### src/conv_settings.svh
`ifndef CONV_SETTINGS_SVH
`define CONV_SETTINGS_SVH

// pixel and weight width
`define DATA_WIDTH      16
`define FILTER_SIZE     3 // side of the square filter, depth fixed at 1
`define FILTER_ELEMS    (`FILTER_SIZE * `FILTER_SIZE)
`define ACC_WIDTH       32 // wrapping two's complement sum

// host bus shape
`define AXI_ADDR_WIDTH  8
`define AXI_DATA_WIDTH  32

// register map, byte offsets
`define REG_CTRL        8'h00 // bit 0 start
`define REG_STATUS      8'h04 // bit 0 busy, bit 1 doneFlag
`define REG_RESULT      8'h08
`define REG_WEIGHT_BASE 8'h10 // nine words, row-major
`define REG_PIXEL_BASE  8'h40 // nine words, row-major

`endif

### src/convPkg.sv
`include "conv_settings.svh"

package convPkg;

	// one pixel or one weight, signed fixed point
	typedef logic signed [`DATA_WIDTH-1:0] pixel_t;

	// accumulator and result word
	typedef logic signed [`ACC_WIDTH-1:0] acc_t;

	// only the two codes this slave ever returns
	typedef enum logic [1:0] {
		OKAY   = 2'b00,
		SLVERR = 2'b10
	} axiResp_t;

	// 3x3 block in row-major order, element 0 is top left
	// same shape for the image window and the filter
	typedef pixel_t [`FILTER_ELEMS-1:0] window_t;

endpackage

### src/convCtrlIf.sv
`include "conv_settings.svh"

interface convCtrlIf
	import convPkg::*;
();

	window_t window; // image pixels, held by the host registers
	window_t filter; // weights
	logic    start;  // one cycle pulse
	logic    busy;   // high for the whole run
	logic    done;   // one cycle pulse, result valid with it
	acc_t    result;

	// host register side
	modport regs (
		output window,
		output filter,
		output start,
		input  busy,
		input  done,
		input  result
	);

	// convolution side, reads operands live
	modport unit (
		input  window,
		input  filter,
		input  start,
		output busy,
		output done,
		output result
	);

endinterface

### src/convRegs.sv
`include "conv_settings.svh"

module convRegs
	import convPkg::*;
(
	input  logic                         clk,
	input  logic                         reset,
	input  logic [`AXI_ADDR_WIDTH-1:0]   awaddr,
	input  logic                         awvalid,
	output logic                         awready,
	input  logic [`AXI_DATA_WIDTH-1:0]   wdata,
	input  logic [`AXI_DATA_WIDTH/8-1:0] wstrb,
	input  logic                         wvalid,
	output logic                         wready,
	output axiResp_t                     bresp,
	output logic                         bvalid,
	input  logic                         bready,
	input  logic [`AXI_ADDR_WIDTH-1:0]   araddr,
	input  logic                         arvalid,
	output logic                         arready,
	output logic [`AXI_DATA_WIDTH-1:0]   rdata,
	output axiResp_t                     rresp,
	output logic                         rvalid,
	input  logic                         rready,
	convCtrlIf.regs                      ctrl
);

	window_t filterReg; // weights
	window_t windowReg; // pixels
	logic    doneFlag;  // sticky until next start
	acc_t    resultReg; // last completed run
	logic    wrFire;
	logic    rdFire;
	logic    wrWeight;
	logic    wrPixel;
	logic    wrMapped;
	logic    rdWeight;
	logic    rdPixel;
	logic [3:0] wrIdx;
	logic [3:0] rdIdx;
	pixel_t  rdPix;
	logic    rdOk;
	logic [`AXI_DATA_WIDTH-1:0] rdNext;

	// word aligned hit inside a nine word bank
	function automatic logic inBank(input logic [`AXI_ADDR_WIDTH-1:0] addr,
			input logic [`AXI_ADDR_WIDTH-1:0] base);
		logic [`AXI_ADDR_WIDTH-1:0] offs;
		offs = addr - base;
		return (addr >= base) && (offs < `AXI_ADDR_WIDTH'(4 * `FILTER_ELEMS))
			&& (addr[1:0] == 2'b00);
	endfunction

	function automatic logic [3:0] bankIndex(input logic [`AXI_ADDR_WIDTH-1:0] addr,
			input logic [`AXI_ADDR_WIDTH-1:0] base);
		logic [`AXI_ADDR_WIDTH-1:0] offs;
		offs = addr - base;
		return offs[5:2]; // word index
	endfunction

	// byte lanes of a pixel word, upper strobes have no storage
	function automatic pixel_t mergeBytes(input pixel_t old,
			input logic [`AXI_DATA_WIDTH-1:0] data,
			input logic [`AXI_DATA_WIDTH/8-1:0] strb);
		pixel_t merged;
		merged = old;
		for (int b = 0; b < `DATA_WIDTH / 8; b++) begin
			if (strb[b])
				merged[b*8 +: 8] = data[b*8 +: 8];
		end
		return merged;
	endfunction

	// write decode
	assign wrFire   = awready && wready && awvalid && wvalid;
	assign wrWeight = inBank(awaddr, `REG_WEIGHT_BASE);
	assign wrPixel  = inBank(awaddr, `REG_PIXEL_BASE);
	assign wrIdx    = wrWeight ? bankIndex(awaddr, `REG_WEIGHT_BASE)
		: bankIndex(awaddr, `REG_PIXEL_BASE);
	assign wrMapped = wrWeight || wrPixel || (awaddr == `REG_CTRL)
		|| (awaddr == `REG_STATUS) || (awaddr == `REG_RESULT); // last two read only

	// start pulse in the accept cycle, dropped while a run is going
	assign ctrl.start = wrFire && (awaddr == `REG_CTRL) && wstrb[0] && wdata[0]
		&& !ctrl.busy;

	// operand storage, frozen during a run
	always_ff @(posedge clk or posedge reset) begin
		if (reset) begin
			filterReg <= '0;
			windowReg <= '0;
		end else if (wrFire && !ctrl.busy) begin
			if (wrWeight)
				filterReg[wrIdx] <= mergeBytes(filterReg[wrIdx], wdata, wstrb);
			if (wrPixel)
				windowReg[wrIdx] <= mergeBytes(windowReg[wrIdx], wdata, wstrb);
		end
	end

	assign ctrl.filter = filterReg;
	assign ctrl.window = windowReg;

	// status and result
	always_ff @(posedge clk or posedge reset) begin
		if (reset) begin
			doneFlag  <= 1'b0;
			resultReg <= '0;
		end else begin
			if (ctrl.start)
				doneFlag <= 1'b0;
			else if (ctrl.done)
				doneFlag <= 1'b1;
			if (ctrl.done)
				resultReg <= ctrl.result;
		end
	end

	// write channel: aw and w accepted together, one response outstanding
	always_ff @(posedge clk or posedge reset) begin
		if (reset) begin
			awready <= 1'b0;
			wready  <= 1'b0;
			bvalid  <= 1'b0;
			bresp   <= OKAY;
		end else begin
			awready <= awvalid && wvalid && !awready && !bvalid; // one cycle ready
			wready  <= awvalid && wvalid && !awready && !bvalid;
			if (wrFire) begin
				bvalid <= 1'b1;
				bresp  <= wrMapped ? OKAY : SLVERR;
			end else if (bvalid && bready) begin
				bvalid <= 1'b0;
			end
		end
	end

	// read decode
	assign rdWeight = inBank(araddr, `REG_WEIGHT_BASE);
	assign rdPixel  = inBank(araddr, `REG_PIXEL_BASE);
	assign rdIdx    = rdWeight ? bankIndex(araddr, `REG_WEIGHT_BASE)
		: bankIndex(araddr, `REG_PIXEL_BASE);

	always_comb begin
		rdPix  = rdWeight ? filterReg[rdIdx] : windowReg[rdIdx];
		rdOk   = 1'b1;
		rdNext = '0; // ctrl reads as zero
		if (rdWeight || rdPixel)
			rdNext = {{(`AXI_DATA_WIDTH - `DATA_WIDTH){rdPix[`DATA_WIDTH-1]}}, rdPix};
		else if (araddr == `REG_STATUS)
			rdNext = {{(`AXI_DATA_WIDTH - 2){1'b0}}, doneFlag, ctrl.busy};
		else if (araddr == `REG_RESULT)
			rdNext = resultReg;
		else if (araddr != `REG_CTRL)
			rdOk = 1'b0; // unmapped
	end

	// read channel, data captured at accept and held under back-pressure
	assign arready = !rvalid;
	assign rdFire  = arvalid && arready;

	always_ff @(posedge clk or posedge reset) begin
		if (reset) begin
			rvalid <= 1'b0;
			rdata  <= '0;
			rresp  <= OKAY;
		end else if (rdFire) begin
			rvalid <= 1'b1;
			rdata  <= rdNext;
			rresp  <= rdOk ? OKAY : SLVERR;
		end else if (rvalid && rready) begin
			rvalid <= 1'b0;
		end
	end

endmodule

### src/convTop.sv
`include "conv_settings.svh"

module convTop (
	input  logic                         clk,
	input  logic                         reset,
	// write address and data
	input  logic [`AXI_ADDR_WIDTH-1:0]   awaddr,
	input  logic                         awvalid,
	output logic                         awready,
	input  logic [`AXI_DATA_WIDTH-1:0]   wdata,
	input  logic [`AXI_DATA_WIDTH/8-1:0] wstrb,
	input  logic                         wvalid,
	output logic                         wready,
	// write response
	output logic [1:0]                   bresp,
	output logic                         bvalid,
	input  logic                         bready,
	// read
	input  logic [`AXI_ADDR_WIDTH-1:0]   araddr,
	input  logic                         arvalid,
	output logic                         arready,
	output logic [`AXI_DATA_WIDTH-1:0]   rdata,
	output logic [1:0]                   rresp,
	output logic                         rvalid,
	input  logic                         rready
);

	convCtrlIf ctrlIf (); // registers to sequencer

	convRegs regs_i (
		.clk     (clk),
		.reset   (reset),
		.awaddr  (awaddr),
		.awvalid (awvalid),
		.awready (awready),
		.wdata   (wdata),
		.wstrb   (wstrb),
		.wvalid  (wvalid),
		.wready  (wready),
		.bresp   (bresp),
		.bvalid  (bvalid),
		.bready  (bready),
		.araddr  (araddr),
		.arvalid (arvalid),
		.arready (arready),
		.rdata   (rdata),
		.rresp   (rresp),
		.rvalid  (rvalid),
		.rready  (rready),
		.ctrl    (ctrlIf.regs)
	);

	convUnit unit_i (
		.clk   (clk),
		.reset (reset),
		.ctrl  (ctrlIf.unit)
	);

endmodule

### src/convUnit.sv
`include "conv_settings.svh"

module convUnit
	import convPkg::*;
(
	input  logic    clk,
	input  logic    reset,
	convCtrlIf.unit ctrl
);

	localparam int unsigned LAST_IDX = `FILTER_ELEMS - 1;

	logic [3:0] idx;       // element counter, FILTER_ELEMS means finished
	logic       feeding;   // a pair goes to the PE this cycle
	logic       lastFeed;  // final pair of the window
	pixel_t     selPixel;
	pixel_t     selWeight;
	logic [1:0] validPipe; // tracks the last pair through multiply and add
	logic       busyReg;
	acc_t       peResult;

	assign feeding  = (idx < 4'(`FILTER_ELEMS));
	assign lastFeed = feeding && (idx == 4'(LAST_IDX));

	// element counter
	// start restarts at 0, pairs go out in cycles 1..9
	always_ff @(posedge clk or posedge reset) begin
		if (reset)
			idx <= 4'(`FILTER_ELEMS); // idle
		else if (ctrl.start)
			idx <= '0;
		else if (feeding)
			idx <= idx + 4'd1;
	end

	// pair select, row-major
	always_comb begin
		selPixel  = '0; // zeros once the window is done
		selWeight = '0;
		if (feeding) begin
			selPixel  = ctrl.window[idx];
			selWeight = ctrl.filter[idx];
		end
	end

	processingElement pe_i (
		.clk    (clk),
		.reset  (reset),
		.clear  (ctrl.start), // fresh accumulator each run
		.floatA (selPixel),
		.floatB (selWeight),
		.enable (feeding),
		.result (peResult)
	);

	// last pair: fed cycle 9, product cycle 10, sum visible cycle 11
	always_ff @(posedge clk or posedge reset) begin
		if (reset)
			validPipe <= '0;
		else
			validPipe <= {validPipe[0], lastFeed};
	end

	// busy from cycle 1 through the done cycle
	always_ff @(posedge clk or posedge reset) begin
		if (reset)
			busyReg <= 1'b0;
		else if (ctrl.start)
			busyReg <= 1'b1;
		else if (validPipe[1])
			busyReg <= 1'b0; // falls the cycle after done
	end

	assign ctrl.busy   = busyReg;
	assign ctrl.done   = validPipe[1];
	assign ctrl.result = peResult;

endmodule

### src/processingElement.sv
module processingElement
	import convPkg::*;
(
	input  logic   clk,
	input  logic   reset,
	input  logic   clear,  // zero accumulator and pending product
	input  pixel_t floatA, // pixel
	input  pixel_t floatB, // weight
	input  logic   enable, // operands valid this cycle
	output acc_t   result
);

	acc_t product;      // registered product
	logic productValid;
	acc_t accum;        // running sum

	// multiply stage
	// operands widened first so the product keeps its sign
	always_ff @(posedge clk or posedge reset) begin
		if (reset)
			product <= '0;
		else if (clear)
			product <= '0;
		else
			product <= acc_t'(floatA) * acc_t'(floatB);
	end

	// accumulate stage, one cycle behind the product
	always_ff @(posedge clk or posedge reset) begin
		if (reset) begin
			productValid <= 1'b0;
			accum        <= '0;
		end else if (clear) begin
			productValid <= 1'b0; // drop anything in flight
			accum        <= '0;
		end else begin
			productValid <= enable;
			if (productValid)
				accum <= accum + product; // wraps on overflow
		end
	end

	assign result = accum;

endmodule

### config.mk
export PLATFORM = sky130hd
export DESIGN_NAME = convTop
export DESIGN_NICKNAME = d
export VERILOG_FILES = /design/src/convPkg.sv /design/src/convCtrlIf.sv /design/src/convRegs.sv /design/src/convTop.sv /design/src/convUnit.sv /design/src/processingElement.sv
export VERILOG_INCLUDE_DIRS = /design/src
export SDC_FILE = /design/constraint.sdc
export NUM_CORES = 2
export LEC_CHECK = 0
export BUFFER_PORTS_ARGS = -buffer_cell sky130_fd_sc_hd__buf_2
export CORE_AREA = 4 4 301 303
export DETAILED_ROUTE_END_ITERATION = 10
export DIE_AREA = 0 0 305 307
export PLACE_DENSITY = 0.63
export SETUP_SLACK_MARGIN = 0.1
export SLEW_MARGIN = 40
export SYNTH_ARGS = -nofsm -noshare
export SYNTH_HDL_FRONTEND = slang
export SYNTH_SLANG_ARGS = --single-unit
### constraint.sdc
create_clock -name clk -period 16.9 [get_ports clk]
set_input_delay 1.69 -clock clk [delete_from_list [all_inputs] [get_ports clk]]
set_output_delay 1.69 -clock clk [all_outputs]
set_load 0.02 [all_outputs]
Word level (Yosys, flattened, before mapping)
Cells that the tools add are included.
{"block": "classes", "reduce_logical": 43, "n_mul": 1, "n_eq_ne": 5, "add_sub_neg": 6, "order_cmp": 13, "n_bitwise": 0, "div": 0, "mux": 56, "shifts": 0}
{"operator": "$bmux 16 s4", "n": 6}
{"operator": "$bwmux 144", "n": 2}
{"operator": "$mux 32", "n": 6}
{"operator": "$mux 16", "n": 10}
{"operator": "$mux 8", "n": 12}
{"operator": "$demux 16 s4", "n": 1}
{"operator": "$add 32x32->32", "n": 1}
{"operator": "$lt 8x6->1 const B", "n": 4}
{"operator": "$mul 16x16->32", "n": 1}
{"operator": "$logic_and 1x1->1", "n": 23}
{"operator": "$eq 8x3->1 const B", "n": 2}
{"operator": "$eq 8x4->1 const B", "n": 2}
{"operator": "$ge 8x5->1 const B", "n": 2}
{"operator": "$ge 8x7->1 const B", "n": 2}
{"operator": "$mux 4", "n": 4}
{"operator": "$sub 8x5->8 const B", "n": 2}
{"operator": "$sub 8x7->8 const B", "n": 2}
{"operator": "$lt 4x5->1 const B", "n": 3}
{"operator": "$mux 1", "n": 13}
{"operator": "$reduce_bool 2->1", "n": 5}
{"operator": "$logic_not 8->1", "n": 1}
{"operator": "$reduce_bool 8->1", "n": 1}
{"operator": "$logic_or 1x1->1", "n": 5}
{"operator": "$add 4x1->4 const B", "n": 1}
{"operator": "other kinds (7)", "n": 13}
{"block": "word_totals", "word_cells": 156, "out_inout_bits": 41, "input_bits": 59, "ramBits": 0, "ff_bits": 432, "mem_count": 0, "latchBits": 0, "rom_bits": 0}

Longest topological paths before layout
{"block": "depth", "word_depth": 11, "ltp_mapped": 34, "depth_no_buf": 28}

Cells and area by module
Synthesis repeated with hierarchy kept, for this count alone.
{"block": "hier_totals", "hier_cells": 3440, "hier_area_um2": 36077.1}
{"module": "convRegs", "cells_per_inst": 1642, "seq_area_each_um2": 8958.6, "instances": 1, "area_per_inst_um2": 19583.8}
{"module": "processingElement", "cells_per_inst": 1478, "seq_area_each_um2": 1626.6, "instances": 1, "area_per_inst_um2": 13775.7}
{"module": "convUnit", "cells_per_inst": 320, "seq_area_each_um2": 177.7, "instances": 1, "area_per_inst_um2": 2717.6}

Worst setup path after synthesis
OpenSTA, ideal clock, no wires.
{"block": "synth_path", "kind": "reg-to-reg", "from": "register unit_i.idx[0]", "to": "register unit_i.pe_i.product[19]", "period_less_slack_ps": 7826, "t_arrival_ps": 7694, "setup_ps": 132, "setup_slack_ps": 9074, "path_buffers": 6, "path_stages_with_launch": 31, "required_time_ps": 16768, "path_cell_list": "dfstp_2 > buf_2 > buf_2 > buf_2 > buf_2 > inv_1 > ha_1 > and2_0 > clkbuf_1 > a21oi_1 > clkbuf_1 > nor2_1 > fa_1 > inv_1 > fa_1 > fa_1 > fa_1 > inv_1 > fa_1 > inv_1 > fa_1 > inv_1 > ha_1 > o21a_1 > o21ai_0 > o21ba_2 > o31a_1 > o21a_1 > o31ai_1 > xor2_1 > nor2_1"}
{"block": "synth_via", "elab_chain_len": 5, "word_cells_on_any_way": 9, "cone_classes": "1 x mul; 1 x order compare; 7 x mux"}
{"element": "start, declared", "line": "convUnit.sv:13", "text": "logic [3:0] idx;"}
{"element": "start signal, assigned", "line": "convUnit.sv:29", "text": "idx <= 4'(`FILTER_ELEMS);"}
{"element": "start signal, assigned", "line": "convUnit.sv:33", "text": "idx <= idx + 4'd1;"}
{"element": "$bmux 16 s4 (on tied branches)", "line": "convUnit.sv:41, convUnit.sv:42"}
{"element": "$mux 16 (on tied branches)", "line": "convUnit.sv:41, convUnit.sv:42"}
{"element": "$mux 16", "line": "convUnit.sv:40", "text": "if (feeding) begin"}
{"element": "$mul 16x16->32 (*)", "line": "processingElement.sv:25", "text": "product <= acc_t'(floatA) * acc_t'(floatB);"}
{"element": "$mux 32 (*)", "line": "processingElement.sv:22", "text": "else if (clear)"}
{"element": "end signal, assigned", "line": "processingElement.sv:25"}
{"element": "end, declared", "line": "processingElement.sv:13", "text": "acc_t product;"}
Mark *: on every way between the ends. The rest lies on a longest branch, timed or not. The select of a mux whose other input is x is not followed.
A chain may end at the register's enable or synchronous reset.

Worst setup path after layout
{"block": "layout_path", "from": "register unit_i.idx[1]", "to": "register unit_i.pe_i.product[31]"}
Same word-level chain as after synthesis.

==> impl_results.md <==
* Reg2reg start: unit_i.idx[1]
* Critical path data arrival time at 9.74 ns
* WL/cell at 22.61 um
* # placed instances at 4,173
* Chip Width at 305 um
* Syn Inst Count at 3,030
* Worst-path maximum fanout at 32
* First-pass GRT wire length at 151.0 mm
* P per Cell Area at 61.58 nW/um^2
* Ys Warns at 0
* Outcome: finished, final reports clean
* Post-DRT Antenna Nets at 0
* Die Y at 307 um
* Synth unique cells at 84
* Fin cells at 4,266
* Multi-input combinational cell area at 22,230 um^2
* CTS HTree Levels at 2
* Core area at 87,970 um^2
* Cell Area, Placed at 36,600 um^2
* Slew @ Worst Pin at 0.8464 ns
* Grt ovf at 0
* Final hold vios at 0
* DR vias at 24,177
* FMAX at 107.7 MHz
* Area grow syn2layout at 9.826%
* Post-route cell area at 38,310 um^2
* Num rows at 109
* RSZ-0062 raised after global routing: no
* Leakage power at 18.31 nW
* Share of the synthesized area in the top cell type at 0.3071
* Crit. Startpoint: unit_i.idx[1]
* Setup TNS Final at 0 ns
* Avg Cell Area, Syn at 11.51 um^2
* Synth Register Bits at 430
* Fill count at 8,291
* Cell area after synthesis at 34,880 um^2
* I/O pin count at 100
* Post-synth EDFFs at 0
* CP required at 17.35 ns
* Busiest layer in global routing: met2
* Final setup viols at 0
* Proportion of layout cells with a drive suffix above 1 at 0.2420
* Slew HR at 0.4309
* Initial core utilization at 0.3965
* Clock root cell: clkbuf_16
* Final Max Slew Viols at 0
* Worst Hold Class: reg2reg
* FF+latch area at 10,770 um^2
* Area leader, netlist: dfrtp_1
* DR pass1 iterations at 5
* Via-to-Cell Ratio at 5.667
* Largest net degree at the start of global routing at 121
* Max Buffers Root-to-Sink at 3
* DRC errors left at 0
* CP Capture Type: flop
* Gr usage total at 0.2074
* Port-buffer cells at 79
* Hold_buf cts at 0
* Initial antenna violation count at 3
* Setup CP Type: reg2reg
* Critical Path Source Type: flop
* Tmin final at 9.286 ns
* Resized Gates After CTS at 0
* DP HPWL at 66.19 mm
* Iter 0 DRT Violations at 1,897
* Final GP Congestion at 0.8643
* Worst Skew at 0.02330 ns
* Vias in the first global route at 25,088
* Synth cell count leaders: dfrtp_1, inv_1, nor2_1, fa_1, mux2_2
* GR Util met3 at 0.04050
* Sequential-to-total area share from yosys stat at 0.3086
* CTS tree: built
* Clock transition at the registers of the reported paths at 0.06 ns
* # Max-Cap Violations at 0
* M1 GR Usage at 0.2821
* Ys async rst share at 1.000
* Die area at 93,640 um^2
* Synth top area cells: dfrtp_1, fa_1, mux4_2
* Postcts setup bufs at 0
* TritonCTS buffer count at 49
* Maximum vdd drop at 0.07931 mV
* Skew-Pair Late Insertion Delay at 0.60 ns
* Fin crit share at 0.5495
* Worst hold start: unit_i.validPipe[0]
* Routing usage on met2 at 0.3380
* Clock Sinks at 430
* Drt total wl at 96.45 mm
* Nets at 3,507
* Most frequent cell after synthesis: dfrtp_1
* Most used DFF post-synth: dfrtp_1
-- final timing paths --
| kind | cells after the start | slack, ns | to |
|---|---|---|---|
| worst max-delay path | 27 | 7.61 | unit_i.pe_i.product[31] |
| worst min-delay path | 0 | 0.37 | unit_i.validPipe[1] |
| worst max register to register | 27 | 7.61 | unit_i.pe_i.product[31] |
| worst min register to register | 0 | 0.37 | unit_i.validPipe[1] |
| max in group asynchronous | 5 | 13.67 | regs_i.ctrl.window[62] |
| min in group asynchronous | 2 | 1.22 | regs_i.resultReg[9] |
-- layout by cell type, fill, tap and decap left out, drive strengths merged, types with 5 or more instances in the layout --
cell type / instances
and2: 11
a21o: 29
a221oi: 13
o21ai: 61
o21a: 18
nand2: 179
nor2b: 36
buf: 137
clkbuf: 78
inv: 327
nand3b: 6
xnor2: 35
nand3: 32
nor3b: 6
nor3: 27
a31oi: 41
a22oi: 7
nand4: 5
mux2: 323
mux2i: 55
a211oi: 11
mux4: 205
nand2b: 84
xor2: 22
fa: 264
or2: 9
and3: 18
o31ai: 5
clkinv: 10
dfrtp: 428
ha: 124
a21oi: 143
nor2: 285
or3: 6
-- critical path: stages (launching register included) --
cell      delay, ns
dfrtp_4        0.71
nor4b_4        0.64
and2_1         0.62
buf_4          0.35
nand2_1        0.07
o21ai_0        0.08
buf_4          0.27
inv_1          0.19
nor2_1         0.20
inv_1          0.08
fa_1           0.51
inv_1          0.14
fa_1           0.89
fa_1           0.53
fa_1           0.50
fa_1           0.49
inv_1          0.05
fa_1           0.50
inv_1          0.05
ha_1           0.36
nand3_1        0.25
nor4_1         0.29
o21ai_0        0.29
o211ai_1       0.24
nand3_1        0.16
a41o_1         0.25
nand3_1        0.07
nor3b_1        0.33
-- registers in the layout (all words and copies together), names as in the netlist --
| name | count |
|---|---|
| unit_i.pe_i.productValid | 1 |
| unit_i.validPipe | 2 |
| regs_i.ctrl.filter | 144 |
| regs_i.rvalid | 1 |
| regs_i.doneFlag | 1 |
| regs_i.awready | 1 |
| unit_i.ctrl.busy | 1 |
| regs_i.bresp | 1 |
| regs_i.bvalid | 1 |
| regs_i.rresp | 1 |
| regs_i.ctrl.window | 144 |
| regs_i.resultReg | 32 |
| unit_i.pe_i.result | 32 |
| unit_i.idx | 4 |
| unit_i.pe_i.product | 32 |
| regs_i.rdata | 32 |
-- per-layer routing --
layer / up-vias / part of all wire
li1: 10581 / -
met4: 2 / 0.033
met5: - / 0.00012
met3: 212 / 0.076
met1: 12483 / 0.42
met2: 899 / 0.47
-- per-stage QoR --
| step | hold slack, ns | power (mW) | util | setup WS, ns |
|---|---|---|---|---|
| 2_1_floorplan | 0.3312 | 1.199 | - | 3.238 |
| 3_3_place_gp | 0.3335 | 1.265 | 0.4147 | 7.322 |
| 3_5_place_dp | 0.3516 | 1.269 | 0.4161 | 7.593 |
| 4_1_cts | 0.3641 | 2.384 | 0.4352 | 7.554 |
| 5_1_grt | 0.3670 | 2.440 | 0.4354 | 7.130 |
| 6_report | 0.3672 | 2.359 | 0.4355 | 7.614 |
-- layout make-up --
cell class / count / share of cell area
multi-input cells: 2114 / 0.5802
flip-flops and latches: 430 / 0.2812
diodes: 2 / 0.0001307
clock buffers: 76 / 0.03939
repair buffers: 139 / 0.02427
well taps: 1165 / 0.03805
clock inverters: 14 / 0.004442
inverters: 326 / 0.03227
-- report_power, final --
group	internal (mW)	switching (mW)	leakage [nW]	total, mW
combinational	0.0572	0.134	11.7	0.191
clock	0.660	0.450	0.834	1.11
sequential	1.05	0.00985	5.77	1.06
total	1.76	0.595	18.3	2.36
-- cells by family after synthesis --
group,Yosys count,share of synthesized area
mux,583,0.2528
fa+ha+maj,388,0.1960
xor+xnor,57,0.01431
buf+inv,487,0.05682
flops,430,0.3086
compound gates,368,0.07203
simple gates,716,0.09933
other cells,1,0.0001075
(Power assumes the default switching activity.)
